File: config.mk
export PLATFORM = sky130hd
export DESIGN_NAME = qupls_ucode_seq
export DESIGN_NICKNAME = d
export VERILOG_FILES = /design/src/hdl/qupls_ucode_pkg.sv /design/src/hdl/ucode_if.sv /design/src/hdl/ucode_entry.sv /design/src/hdl/ucode_rom.sv /design/src/hdl/ucode_expand.sv /design/src/hdl/qupls_ucode_seq.sv
export SDC_FILE = /design/constraint.sdc
export NUM_CORES = 1
export LEC_CHECK = 0
export BUFFER_PORTS_ARGS = -buffer_cell sky130_fd_sc_hd__clkbuf_2
export CORE_ASPECT_RATIO = 1.5
export CORE_MARGIN = 5
export CORE_UTILIZATION = 45
export DETAILED_ROUTE_END_ITERATION = 6
export PLACE_DENSITY = 0.69
export SYNTH_ARGS = -nofsm -noshare
export SYNTH_HDL_FRONTEND = slang
export SYNTH_SLANG_ARGS = --single-unit
File: constraint.sdc
create_clock -name clk -period 10.7 [get_ports clk]
set_input_delay 1.07 -clock clk [delete_from_list [all_inputs] [get_ports clk]]
set_output_delay 1.07 -clock clk [all_outputs]
set_load 0.02 [all_outputs]
File: src/hdl/qupls_ucode_pkg.sv
// Widths, instruction typedefs, opcodes, registers, ROM rows and selector enums
package qupls_ucode_pkg;

  // ====================
  // Widths and types
  // ====================
  localparam int unsigned INSTR_W = 40;
  localparam int unsigned REG_W   = 6;
  localparam int unsigned IMM_W   = 13;
  localparam int unsigned OPC_W   = 7;

  typedef logic [INSTR_W-1:0]   instr_t;   // Macro instruction or micro-op
  typedef logic [REG_W-1:0]     reg_t;     // Register number
  typedef logic [IMM_W-1:0]     imm_t;     // Two's complement immediate
  typedef logic [OPC_W-1:0]     opcode_t;
  typedef logic [5:0]           row_t;     // ROM row, micro address is row * 4
  typedef logic [2:0]           cnt_t;     // PUSH/POP register count
  typedef logic signed [3:0]    gate_t;    // Count index of slot 0 in a gated row

  // Field positions inside an instruction word
  localparam int unsigned F_RT  = 7;
  localparam int unsigned F_RA  = 13;
  localparam int unsigned F_RB  = 19;
  localparam int unsigned F_RC  = 25;
  localparam int unsigned F_RD  = 31;
  localparam int unsigned F_IMM = 19;   // Micro-op immediate 31:19
  localparam int unsigned F_CNT = 37;

  // ====================
  // Opcodes
  // ====================
  localparam opcode_t MOP_ENTER  = 7'h68;
  localparam opcode_t MOP_LEAVE  = 7'h69;
  localparam opcode_t MOP_PUSH   = 7'h6A;
  localparam opcode_t MOP_POP    = 7'h6B;
  localparam opcode_t MOP_RSTVEC = 7'h6F;

  localparam opcode_t OP_NOP  = 7'h00;  // All-zero micro-op is a NOP
  localparam opcode_t OP_ADDI = 7'h04;
  localparam opcode_t OP_ORI  = 7'h0E;
  localparam opcode_t OP_STO  = 7'h5A;
  localparam opcode_t OP_LDO  = 7'h4A;
  localparam opcode_t OP_JSR  = 7'h20;

  // Architectural registers touched by the sequences
  localparam reg_t REG_SP   = 6'd63;
  localparam reg_t REG_FP   = 6'd62;
  localparam reg_t REG_LR1  = 6'd57;
  localparam reg_t REG_MC0  = 6'd48;
  localparam reg_t REG_ZERO = 6'd0;

  // ====================
  // Sequencer constants
  // ====================
  localparam int SLOTS       = 4;
  localparam int FRAME_BYTES = 64;
  localparam int SLOT_BYTES  = 16;
  localparam imm_t VEC_SP    = imm_t'(-32);   // Reset stack pointer vector
  localparam imm_t VEC_PC    = imm_t'(-16);   // Reset program counter vector

  localparam row_t ROW_END    = 6'd0;   // End of chain, also unknown macro
  localparam row_t ROW_ENTER  = 6'd1;
  localparam row_t ROW_LEAVE  = 6'd4;
  localparam row_t ROW_PUSH   = 6'd8;
  localparam row_t ROW_POP    = 6'd12;
  localparam row_t ROW_RSTVEC = 6'd60;

  localparam gate_t GATE_NONE = gate_t'(-8);  // Row has no count gating

  // Source of a slot's rt field
  typedef enum logic [2:0] {FS_FIXED, FS_RT, FS_RA, FS_RB, FS_RC, FS_RD} field_sel_t;
  // Source of a slot's immediate
  typedef enum logic [1:0] {IS_FIXED, IS_MACRO, IS_PUSH_ADJ, IS_POP_ADJ} imm_sel_t;

  // Pack a micro-op, upper bits zero
  function automatic instr_t mk_uop(opcode_t op, reg_t rt, reg_t ra, imm_t imm);
    return {8'd0, imm, ra, rt, op};
  endfunction

endpackage

File: src/hdl/ucode_if.sv
// Row request and row data interfaces between the sequencer stages
`timescale 1ns/1ps

// ====================
// Entry to ROM
// ====================
interface row_req_if import qupls_ucode_pkg::*; ();
  logic   valid;     // One row per valid cycle
  row_t   row;
  instr_t ir;        // Macro word that owns this row
  row_t   next_row;  // Chain link, looked up from row
  logic   last;      // Row ends its chain

  modport entry (output valid, row, ir, input next_row, last);
  modport rom   (input valid, row, ir, output next_row, last);
endinterface

// ====================
// ROM to expand
// ====================
interface row_data_if import qupls_ucode_pkg::*; ();
  logic       valid;
  instr_t     ir;
  instr_t     tmpl0, tmpl1, tmpl2, tmpl3;   // Slot templates
  field_sel_t rsel0, rsel1, rsel2, rsel3;   // rt substitution per slot
  imm_sel_t   isel0, isel1, isel2, isel3;   // Immediate substitution per slot
  gate_t      gate_base;

  modport source (
    output valid, ir, tmpl0, tmpl1, tmpl2, tmpl3,
    output rsel0, rsel1, rsel2, rsel3, isel0, isel1, isel2, isel3, gate_base
  );
  modport sink (
    input valid, ir, tmpl0, tmpl1, tmpl2, tmpl3,
    input rsel0, rsel1, rsel2, rsel3, isel0, isel1, isel2, isel3, gate_base
  );
endinterface

File: src/hdl/ucode_entry.sv
// Macro acceptance, entry row lookup and row chain walker
`timescale 1ns/1ps

module ucode_entry import qupls_ucode_pkg::*; (
  input  logic     clk,
  input  logic     rst_n,
  input  logic     ir_valid,
  input  instr_t   macro_ir,
  output logic     busy,
  row_req_if.entry req
);

  typedef enum logic {IDLE, RUN} state_t;

  state_t state;
  row_t   row_q;       // Row being issued this cycle
  instr_t ir_q;        // Held macro word
  row_t   entry_row;   // First row for the incoming opcode
  logic   start;

  // Opcode to entry row map
  always_comb begin
    case (opcode_t'(macro_ir))
      MOP_ENTER:  entry_row = ROW_ENTER;
      MOP_LEAVE:  entry_row = ROW_LEAVE;
      MOP_PUSH:   entry_row = ROW_PUSH;
      MOP_POP:    entry_row = ROW_POP;
      MOP_RSTVEC: entry_row = ROW_RSTVEC;
      default:    entry_row = ROW_END;   // Unknown macro, nothing to run
    endcase
  end

  // Busy drops while the last row goes out so the next macro lines up behind it
  assign busy  = (state == RUN) && !req.last;
  assign start = ir_valid && !busy && (entry_row != ROW_END);

  always_ff @(posedge clk) begin
    if (!rst_n) begin
      state <= IDLE;
      row_q <= ROW_END;
    end else if (busy) begin
      row_q <= req.next_row;          // Step along the chain
    end else if (start) begin
      state <= RUN;                   // Also covers back-to-back restart
      row_q <= entry_row;
    end else begin
      state <= IDLE;
      row_q <= ROW_END;
    end
  end

  always_ff @(posedge clk) begin
    if (start) ir_q <= macro_ir;      // Capture only on a real start
  end

  assign req.valid = (state == RUN);
  assign req.row   = row_q;
  assign req.ir    = ir_q;

endmodule

File: src/hdl/ucode_rom.sv
// Micro-code row table with chain links and registered slot templates
`timescale 1ns/1ps

module ucode_rom import qupls_ucode_pkg::*; (
  input  logic        clk,
  input  logic        rst_n,
  row_req_if.rom      req,
  row_data_if.source  dat
);

  instr_t     tmpl [SLOTS];
  field_sel_t rsel [SLOTS];
  imm_sel_t   isel [SLOTS];
  gate_t      gate;
  row_t       nxt;
  logic       last;

  // ====================
  // Row table
  // ====================
  always_comb begin
    for (int s = 0; s < SLOTS; s++) begin
      tmpl[s] = mk_uop(OP_NOP, REG_ZERO, REG_ZERO, '0);   // Idle slot
      rsel[s] = FS_FIXED;
      isel[s] = IS_FIXED;
    end
    gate = GATE_NONE;
    nxt  = ROW_END;
    last = 1'b1;                                         // Unused rows end the chain
    case (req.row)
      ROW_ENTER: begin                                   // Frame alloc and saves
        tmpl[0] = mk_uop(OP_ADDI, REG_SP, REG_SP, imm_t'(-FRAME_BYTES));
        tmpl[1] = mk_uop(OP_STO, REG_FP, REG_SP, '0);
        tmpl[2] = mk_uop(OP_STO, REG_LR1, REG_SP, imm_t'(SLOT_BYTES));
        tmpl[3] = mk_uop(OP_STO, REG_ZERO, REG_SP, imm_t'(2 * SLOT_BYTES));
        nxt     = row_t'(ROW_ENTER + 1);
        last    = 1'b0;
      end
      row_t'(ROW_ENTER + 1): begin
        tmpl[0] = mk_uop(OP_STO, REG_ZERO, REG_SP, imm_t'(3 * SLOT_BYTES));
        tmpl[1] = mk_uop(OP_ORI, REG_FP, REG_SP, '0);    // FP = SP
        tmpl[2] = mk_uop(OP_ADDI, REG_SP, REG_SP, '0);
        isel[2] = IS_MACRO;                              // Local space from macro
      end
      ROW_LEAVE: begin                                   // Unwind the frame
        tmpl[0] = mk_uop(OP_ORI, REG_SP, REG_FP, '0);
        tmpl[1] = mk_uop(OP_LDO, REG_FP, REG_SP, '0);
        tmpl[2] = mk_uop(OP_LDO, REG_LR1, REG_SP, imm_t'(SLOT_BYTES));
        tmpl[3] = mk_uop(OP_ADDI, REG_SP, REG_SP, imm_t'(FRAME_BYTES));
        nxt     = row_t'(ROW_LEAVE + 1);
        last    = 1'b0;
      end
      row_t'(ROW_LEAVE + 1): begin
        tmpl[0] = mk_uop(OP_ADDI, REG_SP, REG_SP, '0);
        isel[0] = IS_MACRO;                              // Drop caller arguments
        tmpl[1] = mk_uop(OP_JSR, REG_ZERO, REG_LR1, '0); // Return through LR1
      end
      ROW_PUSH: begin
        tmpl[0] = mk_uop(OP_ADDI, REG_SP, REG_SP, '0);
        isel[0] = IS_PUSH_ADJ;
        tmpl[1] = mk_uop(OP_STO, REG_ZERO, REG_SP, '0);
        rsel[1] = FS_RT;
        tmpl[2] = mk_uop(OP_STO, REG_ZERO, REG_SP, imm_t'(SLOT_BYTES));
        rsel[2] = FS_RA;
        tmpl[3] = mk_uop(OP_STO, REG_ZERO, REG_SP, imm_t'(2 * SLOT_BYTES));
        rsel[3] = FS_RB;
        gate    = gate_t'(-1);                           // Slot 1 holds k = 0
        nxt     = row_t'(ROW_PUSH + 1);
        last    = 1'b0;
      end
      row_t'(ROW_PUSH + 1): begin
        tmpl[0] = mk_uop(OP_STO, REG_ZERO, REG_SP, imm_t'(3 * SLOT_BYTES));
        rsel[0] = FS_RC;
        tmpl[1] = mk_uop(OP_STO, REG_ZERO, REG_SP, imm_t'(4 * SLOT_BYTES));
        rsel[1] = FS_RD;
        gate    = gate_t'(3);
      end
      ROW_POP: begin
        tmpl[0] = mk_uop(OP_LDO, REG_ZERO, REG_SP, '0);
        rsel[0] = FS_RT;
        tmpl[1] = mk_uop(OP_LDO, REG_ZERO, REG_SP, imm_t'(SLOT_BYTES));
        rsel[1] = FS_RA;
        tmpl[2] = mk_uop(OP_LDO, REG_ZERO, REG_SP, imm_t'(2 * SLOT_BYTES));
        rsel[2] = FS_RB;
        tmpl[3] = mk_uop(OP_LDO, REG_ZERO, REG_SP, imm_t'(3 * SLOT_BYTES));
        rsel[3] = FS_RC;
        gate    = gate_t'(0);
        nxt     = row_t'(ROW_POP + 1);
        last    = 1'b0;
      end
      row_t'(ROW_POP + 1): begin
        tmpl[0] = mk_uop(OP_LDO, REG_ZERO, REG_SP, imm_t'(4 * SLOT_BYTES));
        rsel[0] = FS_RD;
        tmpl[1] = mk_uop(OP_ADDI, REG_SP, REG_SP, '0);   // Fixed rt so never gated
        isel[1] = IS_POP_ADJ;
        gate    = gate_t'(4);
      end
      ROW_RSTVEC: begin                                  // Fetch vectors and jump
        tmpl[0] = mk_uop(OP_LDO, REG_SP, REG_ZERO, VEC_SP);
        tmpl[1] = mk_uop(OP_LDO, REG_MC0, REG_ZERO, VEC_PC);
        tmpl[2] = mk_uop(OP_JSR, REG_ZERO, REG_MC0, '0);
      end
      default: ;
    endcase
  end

  assign req.next_row = nxt;
  assign req.last     = last;

  // ====================
  // Output register
  // ====================
  always_ff @(posedge clk) begin
    if (!rst_n) dat.valid <= 1'b0;
    else        dat.valid <= req.valid;
  end

  always_ff @(posedge clk) begin
    if (req.valid) begin
      dat.ir        <= req.ir;
      dat.tmpl0     <= tmpl[0];
      dat.tmpl1     <= tmpl[1];
      dat.tmpl2     <= tmpl[2];
      dat.tmpl3     <= tmpl[3];
      dat.rsel0     <= rsel[0];
      dat.rsel1     <= rsel[1];
      dat.rsel2     <= rsel[2];
      dat.rsel3     <= rsel[3];
      dat.isel0     <= isel[0];
      dat.isel1     <= isel[1];
      dat.isel2     <= isel[2];
      dat.isel3     <= isel[3];
      dat.gate_base <= gate;
    end
  end

endmodule

File: src/hdl/ucode_expand.sv
// Field substitution, count gating and micro-op output register
`timescale 1ns/1ps

module ucode_expand import qupls_ucode_pkg::*; (
  input  logic      clk,
  input  logic      rst_n,
  row_data_if.sink  dat,
  output logic      uop_valid,
  output instr_t    uop0,
  output instr_t    uop1,
  output instr_t    uop2,
  output instr_t    uop3
);

  // Build one micro-op from its template and the macro word
  function automatic instr_t fill_slot(instr_t tmpl, field_sel_t rsel, imm_sel_t isel,
                                       gate_t gbase, int slot, instr_t mir);
    instr_t u;
    cnt_t   n;
    imm_t   adj;
    gate_t  k;
    u   = tmpl;
    n   = mir[F_CNT +: $bits(cnt_t)];
    adj = imm_t'(n * SLOT_BYTES);       // N slots worth of bytes
    k   = gbase + gate_t'(slot);

    // rt always receives the chosen macro register
    case (rsel)
      FS_RT:   u[F_RT +: REG_W] = mir[F_RT +: REG_W];
      FS_RA:   u[F_RT +: REG_W] = mir[F_RA +: REG_W];
      FS_RB:   u[F_RT +: REG_W] = mir[F_RB +: REG_W];
      FS_RC:   u[F_RT +: REG_W] = mir[F_RC +: REG_W];
      FS_RD:   u[F_RT +: REG_W] = mir[F_RD +: REG_W];
      default: ;
    endcase

    case (isel)
      IS_MACRO:    u[F_IMM +: IMM_W] = mir[F_IMM +: IMM_W];
      IS_PUSH_ADJ: u[F_IMM +: IMM_W] = -adj;   // Grow stack down
      IS_POP_ADJ:  u[F_IMM +: IMM_W] = adj;
      default: ;
    endcase

    // Only register slots count, SP adjusts always pass
    if (gbase != GATE_NONE && rsel != FS_FIXED && k >= gate_t'({1'b0, n}))
      u = instr_t'(OP_NOP);
    return u;
  endfunction

  // ====================
  // Output stage
  // ====================
  always_ff @(posedge clk) begin
    if (!rst_n) uop_valid <= 1'b0;
    else        uop_valid <= dat.valid;
  end

  always_ff @(posedge clk) begin
    if (dat.valid) begin
      uop0 <= fill_slot(dat.tmpl0, dat.rsel0, dat.isel0, dat.gate_base, 0, dat.ir);
      uop1 <= fill_slot(dat.tmpl1, dat.rsel1, dat.isel1, dat.gate_base, 1, dat.ir);
      uop2 <= fill_slot(dat.tmpl2, dat.rsel2, dat.isel2, dat.gate_base, 2, dat.ir);
      uop3 <= fill_slot(dat.tmpl3, dat.rsel3, dat.isel3, dat.gate_base, 3, dat.ir);
    end
  end

endmodule

File: src/hdl/qupls_ucode_seq.sv
// Top level of the stack-frame micro-code sequencer, three pipeline stages
`timescale 1ns/1ps

module qupls_ucode_seq import qupls_ucode_pkg::*; (
  input  logic   clk,
  input  logic   rst_n,
  input  logic   ir_valid,    // One-cycle macro strobe
  input  instr_t macro_ir,
  output logic   busy,        // Further rows pending in the entry stage
  output logic   uop_valid,
  output instr_t uop0,
  output instr_t uop1,
  output instr_t uop2,
  output instr_t uop3
);

  row_req_if  req_if ();      // Entry to ROM
  row_data_if dat_if ();      // ROM to expand

  ucode_entry u_entry (
    .clk      (clk),
    .rst_n    (rst_n),
    .ir_valid (ir_valid),
    .macro_ir (macro_ir),
    .busy     (busy),
    .req      (req_if.entry)
  );

  ucode_rom u_rom (
    .clk   (clk),
    .rst_n (rst_n),
    .req   (req_if.rom),
    .dat   (dat_if.source)
  );

  ucode_expand u_expand (
    .clk       (clk),
    .rst_n     (rst_n),
    .dat       (dat_if.sink),
    .uop_valid (uop_valid),
    .uop0      (uop0),
    .uop1      (uop1),
    .uop2      (uop2),
    .uop3      (uop3)
  );

endmodule

# Yosys cells after proc, flatten, opt, wreduce, memory -nomap -nowiden
# Cells that the tools add are included.
dict set report totals {
  reg_bits 431
  inputBits 43
  output_inout_bits 162
  wordCells 115
}
dict set report classes {
  add_sub_neg 4
  order_cmp 4
  n_eq_ne 44
  mux 22
  reduce_logical 19
}
# operator n
set op_table {}
lappend op_table {{one-hot mux 72 bit (9 select lines)} 1}
lappend op_table {{one-hot mux 25 bit (6 select lines)} 1}
lappend op_table {{one-hot mux 6 bit (5 select lines)} 5}
lappend op_table {{one-hot mux 13 bit (3 select lines)} 3}
lappend op_table {{one-hot mux 26 bit (3 select lines)} 1}
lappend op_table {{== test 7 bit (second input constant)} 5}
lappend op_table {{one-hot mux 4 bit (4 select lines)} 2}
lappend op_table {{== test 3 x 2 -> 1 bit (second input constant)} 8}
lappend op_table {{== test 3 bit (second input constant)} 8}
lappend op_table {{== test 6 x 4 -> 1 bit (second input constant)} 4}
lappend op_table {{one-hot mux 3 bit (3 select lines)} 2}
lappend op_table {{greater-or-equal comparator 4 bit} 4}
lappend op_table {{negator 7 -> 13 bit} 1}
lappend op_table {{== test 2 bit (second input constant)} 6}
lappend op_table {{== test 3 x 1 -> 1 bit (second input constant)} 4}
lappend op_table {{== test 6 x 3 -> 1 bit (second input constant)} 2}
lappend op_table {{2-to-1 mux 6 bit} 2}
lappend op_table {{nonzero test 3 bit} 4}
lappend op_table {{logical AND 1 bit} 11}
lappend op_table {{one-hot mux 5 bit (2 select lines)} 1}
lappend op_table {{adder 4 x 3 -> 4 bit (second input constant)} 2}
lappend op_table {{== test 2 x 1 -> 1 bit (second input constant)} 3}
lappend op_table {{== test 6 x 1 -> 1 bit (second input constant)} 1}
lappend op_table {{== test 6 x 2 -> 1 bit (second input constant)} 1}
lappend op_table {{10 further kinds} 11}

# Logic depth before layout (Yosys ltp)
# Gate-level depths: netlist (run 1).
dict set report depth {
  ltp_word 8
  depth_mapped 7
  ltp_nobuf 6
}

# Hierarchy
# From an unflattened synthesis (run 1), not the netlist that was laid out.
dict set report hier_totals {
  hier_cells 1175
  area_unflattened_um2 14536.4
}
# mod n_inst cells_each area_per_inst_um2 seq_area_each_um2
set modules_own_cells {}
lappend modules_own_cells {ucode_expand 1 742 8489.4 4824.6}
lappend modules_own_cells {ucode_rom 1 364 4518.1 2722.6}
lappend modules_own_cells {ucode_entry 1 69 1529.0 1341.3}

# Worst setup path before layout (run 1)
# OpenSTA, ideal clock, no wires.
dict set report synth_path {
  path_type {reg2reg}
  start {reg u_entry.state, in the netlist u_entry.req.valid}
  end {reg u_entry.ir_q[10], in the netlist u_entry.req.ir[10] (enable)}
  setup_ns 0.464
  arrival_ns 4.186
  required_time_ns 10.236
  setup_slack_ns 6.050
  stages_incl_launch_ff 4
  path_buffers 0
  synth_period_minus_slack_ns 4.650
  path_cell_list {dfxtp_1 or3b_4 nor3_4 nor3_1}
}
dict set report synth_between {
  elab_chain_cells 4
}
# item line
set synth_lines {}
lappend synth_lines {{from (decl)} ucode_entry.sv:15} ;# state_t state;
lappend synth_lines {{from (signal assigned)} ucode_entry.sv:39} ;# state <= IDLE;
lappend synth_lines {{from (signal assigned)} ucode_entry.sv:44} ;# state <= RUN;
lappend synth_lines {{from (signal assigned)} ucode_entry.sv:47} ;# state <= IDLE;
lappend synth_lines {{logical AND 1 bit} ucode_entry.sv:34} ;# assign busy = (state == RUN) && !req.last;
lappend synth_lines {{via busy} qupls_ucode_seq.sv:9} ;# output logic busy,
lappend synth_lines {{zero test 1 bit} ucode_entry.sv:35} ;# assign start = ir_valid && !busy && (entry_row != ROW_END);
lappend synth_lines {{logical AND 1 bit (2 in series)} ucode_entry.sv:35}
lappend synth_lines {{via u_entry.start} ucode_entry.sv:19} ;# logic start;
lappend synth_lines {{to (signal assigned)} ucode_entry.sv:53} ;# if (start) ir_q <= macro_ir;
lappend synth_lines {{to (decl)} ucode_entry.sv:17} ;# instr_t ir_q;
# The timed path passes the listed nets, and every way through them passes these cells.
# A chain may end at the register's enable or synchronous reset.

# Final worst setup path (run 1)
dict set report layout_path {
  start {reg u_entry.state, in the netlist u_entry.req.valid}
  end {out busy}
}
dict set report layout_between {
  elab_chain_cells 1
}
# item line
set layout_lines {}
lappend layout_lines {{logical AND 1 bit} ucode_entry.sv:34}
lappend layout_lines {{to (decl)} qupls_ucode_seq.sv:9}
# No other way between the ends.

==> results_dict.tcl, run 1 <==
set metrics [dict create \
    path_class "reg -> out" \
    async_flop_share_pct 0 \
    hp-class "reg -> reg" \
    antenna_found_initial 0 \
    synthSimpleGateAreaFrac_pct 10.4 \
    fin_nets 823 \
    cts-hold-fix-buffers 0 \
    floorplan.initialDensity_pct 45.7 \
    relSlewSlack_pct 29.8 \
    diodes 0 \
    ys.flop_type "edfxtp_1" \
    cp-start-kind "flop" \
    gp_congestion 0.863 \
    rrSetupSlack_ns 7.87 \
    cts_tree "yes" \
    clock-root-buffer "clkbuf_16" \
    synth_area_per_cell_um2 13.8 \
    cp-end-kind "primary output" \
    num_rows 63 \
    synth-xor-area-share_pct 0.289 \
    fp.dieH_um 184 \
    drt_iter0_drc 357 \
    finalClockSkew_ns 0.00680 \
    routed_wl_mm 17.7 \
    maxCapViolCount 0 \
    synth_compound_area_share_pct 7.54 \
    min-delay-start "u_entry.req.ir[27]" \
    holdPathStages 0 \
    post-place-cells 1008 \
    synth_top_family_by_area "simple AND/OR/NAND/NOR gates" \
    grt_pass1_vias 5044 \
    dieWidth_um 126 \
    syn_area_um2 9080 \
    powerDensity_nw_per_um2 154 \
    vias_per_cell 5.01 \
    clkTransAtPathRegs_ns 0.07 \
    reg2reg_depth 6 \
    post_cts_buffers 0 \
    setup_viol 0 \
    arrival_ns 2.38 \
    min_period_ns 3.45 \
    grtUsageTotal_pct 15.3 \
    final_hold_viol_count 0 \
    reg2reg_to "u_expand.uop2[25]" \
    die_area_um2 23200 \
    synth-seq-cells 200 \
    drive_above_1_share_pct 28.6 \
    required_ns 9.63 \
    p_leak_nw 3.86 \
    port_buffers 152 \
    ioPinCount 205 \
    grt_max_degree 84 \
    synth.mux.area_fraction_pct 5.26 \
    outcome "finished clean" \
    vias 5215 \
    synth-adder-area-share_pct 1.90 \
    numCtsBuffers 17 \
    drc 0 \
    area_delta_synth_final_pct 12.8 \
    routedWlPerCell_um 17.0 \
    final.period_utilization_pct 32.3 \
    worst_slew_pin_slew_ns 1.05 \
    yosysWarnings 0 \
    clk_latency_ns 0.43 \
    whs_endpoint "u_rom.dat.ir[27]" \
    worstPathMaxFanout 83 \
    ys_seq_area_share_pct 65.3 \
    synth_edf_count 192 \
    clock_sinks 200 \
    core_area_um2 19900 \
    firstDrtPassIters 5 \
    cts_resized 0 \
    grt.overflow.total 0 \
    htree_levels 4 \
    r2r-start "u_rom.dat.gate_base[1]" \
    max_freq_ghz 0.290 \
    fin_setup_tns_ns 0 \
    fin_cells 1040 \
    grt_pass1_wl_mm 27.3 \
    rsz0062_at_grt "false" \
    final_antenna_net_count 0 \
    peakVddDrop_v 0.000108 \
    final_max_slew_viol_count 0 \
    syn_inst 658 \
    clockBufferDepth 2 \
    post_synth_num_cell_types 59 \
    dp_hpwl_mm 12.8 \
]
==> state kept, by name (all words and copies together), names as in the netlist <==
name / cells
u_rom.dat.rsel3: 1
u_rom.dat.rsel1: 2
u_expand.uop0: 25
u_expand.uop3: 11
u_entry.req.row: 5
u_entry.req.ir: 33
u_rom.dat.ir: 33
u_rom.dat.tmpl2: 8
u_rom.dat.tmpl3: 4
u_rom.dat.rsel2: 2
u_rom.dat.isel0: 2
u_rom.dat.gate_base: 3
u_expand.uop2: 25
u_rom.dat.isel2: 1
u_expand.uop1: 17
u_rom.dat.isel1: 1
u_rom.dat.rsel0: 2
u_expand.uop_valid: 1
u_rom.dat.tmpl1: 13
u_rom.dat.tmpl0: 9
u_rom.dat.valid: 1
u_entry.req.valid: 1
==> how the worst max path moves through the flow <==
stage	startpoint	endpoint	cells after the start
2_1_floorplan	u_entry.req.valid	u_entry.req.ir[10]	3
3_3_place_gp	u_entry.req.valid	busy	3
3_5_place_dp	u_entry.req.valid	busy	3
4_1_cts	u_entry.req.valid	busy	3
5_1_grt	u_entry.req.valid	busy	3
6_report	u_entry.req.valid	busy	3
==> through the flow <==
| step | area [um^2] | hold WS [ns] | power [mW] | utilization [%] | setup WS (ns) |
|---|---|---|---|---|---|
| 6_report | 10200 | 0.416 | 1.57 | 51.6 | 7.25 |
| 5_1_grt | 10200 | 0.421 | 1.63 | 51.6 | 7.05 |
| 4_1_cts | 10200 | 0.417 | 1.59 | 51.6 | 7.14 |
| 3_5_place_dp | 9610 | 0.405 | 0.911 | 48.4 | 7.62 |
| 3_3_place_gp | 9610 | 0.405 | 0.911 | 48.4 | 7.67 |
| 2_1_floorplan | 9270 | 0.400 | 0.914 | - | 6.05 |
==> routing by layer <==
metal / vias up / track usage (%) / routed length [um]
met1: 2446 / 18.0 / 6660
met3: 29 / 3.34 / 1280
met2: 227 / 26.8 / 9280
met4: 0 / 6.70 / 449
met5: - / 0 / 0
li1: 2513 / - / -
==> worst max-delay path: stages (launching register included) <==
cell	delay, ns
dfxtp_4	0.97
or3b_4	0.50
nor3_4	0.24
clkbuf_2	0.23
==> area by class of cell <==
class,instances,area (um^2)
clock inverters,15,210
repair buffers,155,783
flip-flops and latches,200,5930
inverters,15,56.3
fillers,1721,9620
clock buffers,17,425
multi-input cells,378,2510
well taps,260,325
==> cell families (layout without fill, tap and decap cells) <==
logic type / count (synthesis) / count (layout)
buffers and inverters: 131 / 202
other: 1 / 52
AND/OR/NAND/NOR: 171 / 171
AO/OA/AOI/OAI: 109 / 109
flip-flops: 200 / 200
XOR/XNOR: 3 / 3
multiplexers: 29 / 29
adder cells (fa/ha/maj): 14 / 14
==> report_power, final <==
group          switching, mW  internal (mW)  total (mW)
Combinational         0.0270         0.0107      0.0376
Clock                  0.283          0.397       0.681
Sequential           0.00383          0.852       0.856
==> cell usage after synthesis, drive strengths merged, types with 2 or more instances <==
cell / n / share of area (%)
mux2i: 5 / 0.55
a221oi: 3 / 0.29
mux2: 10 / 1.2
inv: 15 / 0.62
nor4b: 2 / 0.19
or2: 4 / 0.28
a21boi: 15 / 1.2
xnor2: 2 / 0.19
ha: 13 / 1.8
nor3: 23 / 1.5
buf: 104 / 8.2
a22oi: 8 / 0.66
nor3b: 3 / 0.30
dfxtp: 8 / 1.8
clkbuf: 12 / 0.51
nand3b: 8 / 0.66
nor2: 30 / 1.2
o21ai: 15 / 0.83
a21o: 4 / 0.33
edfxtp: 192 / 63
and3: 17 / 1.2
o21a: 5 / 0.41
nand3: 6 / 0.39
mux4: 14 / 3.5
nand2b: 7 / 0.51
a21oi: 43 / 2.4
o211ai: 3 / 0.25
nor2b: 19 / 1.3
a211oi: 3 / 0.25
o21bai: 2 / 0.17
nand2: 30 / 1.2
a222oi: 2 / 0.22
and2: 16 / 1.1
==> layout by cell type, fill, tap and decap left out, drive strengths merged, types with 6 or more instances in the layout <==
cell | synthesis | layout
edfxtp | 192 | 192
clkbuf | 12 | 169
conb | 1 | 52
a21oi | 43 | 43
nand2 | 30 | 30
nor2 | 30 | 30
nor3 | 23 | 23
inv | 15 | 22
nor2b | 19 | 19
and3 | 17 | 17
and2 | 16 | 16
a21boi | 15 | 15
o21ai | 15 | 15
mux4 | 14 | 14
ha | 13 | 13
mux2 | 10 | 10
nand3b | 8 | 8
a22oi | 8 | 8
dfxtp | 8 | 8
nand2b | 7 | 7
nand3 | 6 | 6
No activity file was read; power rests on OpenSTA's default activity.
==> inputs of run 2 (changes only) <==
==> constraint.sdc (replaced) <==
create_clock -name clk -period 3.4 [get_ports clk]
set_input_delay 0.34 -clock clk [delete_from_list [all_inputs] [get_ports clk]]
set_output_delay 0.34 -clock clk [all_outputs]
set_load 0.02 [all_outputs]
==> results_dict.tcl, run 2 (synthesis gave the netlist of run 1 again) <==
set metrics [dict create \
    outcome "finished clean" \
    cts_tree "yes" \
    finalClockSkew_ns 0.0126 \
    critPathMaxStageDelay_ns 0.49 \
    grt_max_degree 83 \
    routedWlPerCell_um 17.4 \
    hold_slack_ns 0.0730 \
    path_cells "ha_1 -> ha_1 -> nand2_1 -> o21ai_0 -> nand3b_1 -> buf_4 -> and3_1" \
    port_buffers 152 \
    antenna_found_initial 0 \
    area_delta_synth_final_pct 12.4 \
    fp.dieH_um 184 \
    drt_iter0_drc 389 \
    vias 5211 \
    cts_resized 0 \
    peakVddDrop_v 0.000398 \
    required_ns 3.59 \
    slowest_stage "edfxtp_1" \
    fillCellCount 1718 \
    arrival_ns 2.77 \
    final_hold_viol_count 0 \
    die_area_um2 23200 \
    htree_levels 4 \
    powerDensity_nw_per_um2 462 \
    grt.overflow.total 0 \
    floorplan.initialDensity_pct 45.7 \
    gp_congestion 0.831 \
    seq_power_share_pct 57.0 \
    maxCapViolCount 0 \
    grtUsageTotal_pct 15.7 \
    clock_sinks 200 \
    clkTransAtPathRegs_ns 0.08 \
    vias_per_cell 4.99 \
    final.period_utilization_pct 75.9 \
    ioPinCount 205 \
    num_rows 63 \
    worstPathMaxFanout 13 \
    grt_pass1_wl_mm 28.0 \
    net-switching-power_mw 1.04 \
    max_freq_ghz 0.388 \
    p_leak_nw 3.85 \
    final_max_slew_viol_count 0 \
    fin_nets 828 \
    rsz0062_at_grt "false" \
    drc 0 \
    clock-root-buffer "clkbuf_16" \
    dieWidth_um 126 \
    post_cts_buffers 0 \
    min_period_ns 2.58 \
    clk_latency_ns 0.44 \
    p_comb_share_pct 2.6 \
    mostFrequentLayoutCell "edfxtp_1" \
    drive_above_1_share_pct 29.0 \
    top_regs "u_entry.req.ir: 33 flops, u_rom.dat.ir: 33 flops" \
    grt_pass1_vias 5124 \
    hp-class "in -> reg" \
    dp_hpwl_mm 13.1 \
    p_clk_share_pct 40.4 \
    cp-end-kind "flop" \
    firstDrtPassIters 5 \
    routed_wl_mm 18.2 \
    numCtsBuffers 17 \
    path_class "reg -> reg" \
    worst_slew_pin_slew_ns 1.06 \
    path_delay_family "adder cells" \
    final_antenna_net_count 0 \
    relSlewSlack_pct 29.2 \
    setup_viol 0 \
    fin_setup_tns_ns 0 \
    cts-hold-fix-buffers 0 \
    diodes 0 \
    critPathBufInv 1 \
    cp-start-kind "flop" \
    p_sw_share_pct 22.0 \
    clockBufferDepth 2 \
    core_area_um2 19900 \
    cp_common_cell "ha_1" \
    p_int_mw 3.68 \
    layout_common_cells "edfxtp_1, clkbuf_2, conb_1" \
]
run 2: power groups by stage:
stage               registers (mW)  logic [mW]  clock network (mW)
floorplan                     2.75       0.127                   0
global placement              2.75       0.119                   0
detailed placement            2.75       0.121                   0
CTS                           2.69       0.122                1.95
global route                  2.69       0.134                2.06
finish                        2.69       0.122                1.91
run 2: routing by layer:
layer / routed length (um) / global-route usage [%]
met1: 6880 / 18.3
met2: 9430 / 27.3
met3: 1330 / 3.66
met4: 521 / 7.34
met5: 0 / 0
run 2: layout make-up:
| type | count | area [um^2] | share of cell area (%) |
|---|---|---|---|
| flip-flops and latches | 200 | 5930 | 58.1 |
| multi-input cells | 378 | 2510 | 24.6 |
| repair buffers | 160 | 821 | 8.04 |
| clock buffers | 17 | 425 | 4.17 |
| well taps | 260 | 325 | 3.19 |
| clock inverters | 15 | 136 | 1.34 |
| inverters | 15 | 56.3 | 0.551 |
run 2: path summary, 6_finish.rpt:
kind                        end  cells after the start                   start  slack, ns
min reg2reg    u_rom.dat.ir[11]                      0      u_entry.req.ir[11]       0.42
min          u_entry.req.ir[31]                      1            macro_ir[31]       0.07
max           u_expand.uop2[30]                      7  u_rom.dat.gate_base[1]       0.82
max reg2reg   u_expand.uop2[30]                      7  u_rom.dat.gate_base[1]       0.82
run 2: through the flow:
step | util, % | setup WS (ns) | power [mW] | cells | instance area [um^2]
2_1_floorplan | - | 0.748 | 2.88 | 709 | 9290
3_3_place_gp | 48.6 | 1.03 | 2.87 | 1013 | 9650
3_5_place_dp | 48.6 | 0.899 | 2.87 | 1013 | 9650
4_1_cts | 51.4 | 0.852 | 4.76 | 1045 | 10200
5_1_grt | 51.4 | 0.729 | 4.88 | 1045 | 10200
6_report | 51.4 | 0.821 | 4.72 | 1045 | 10200
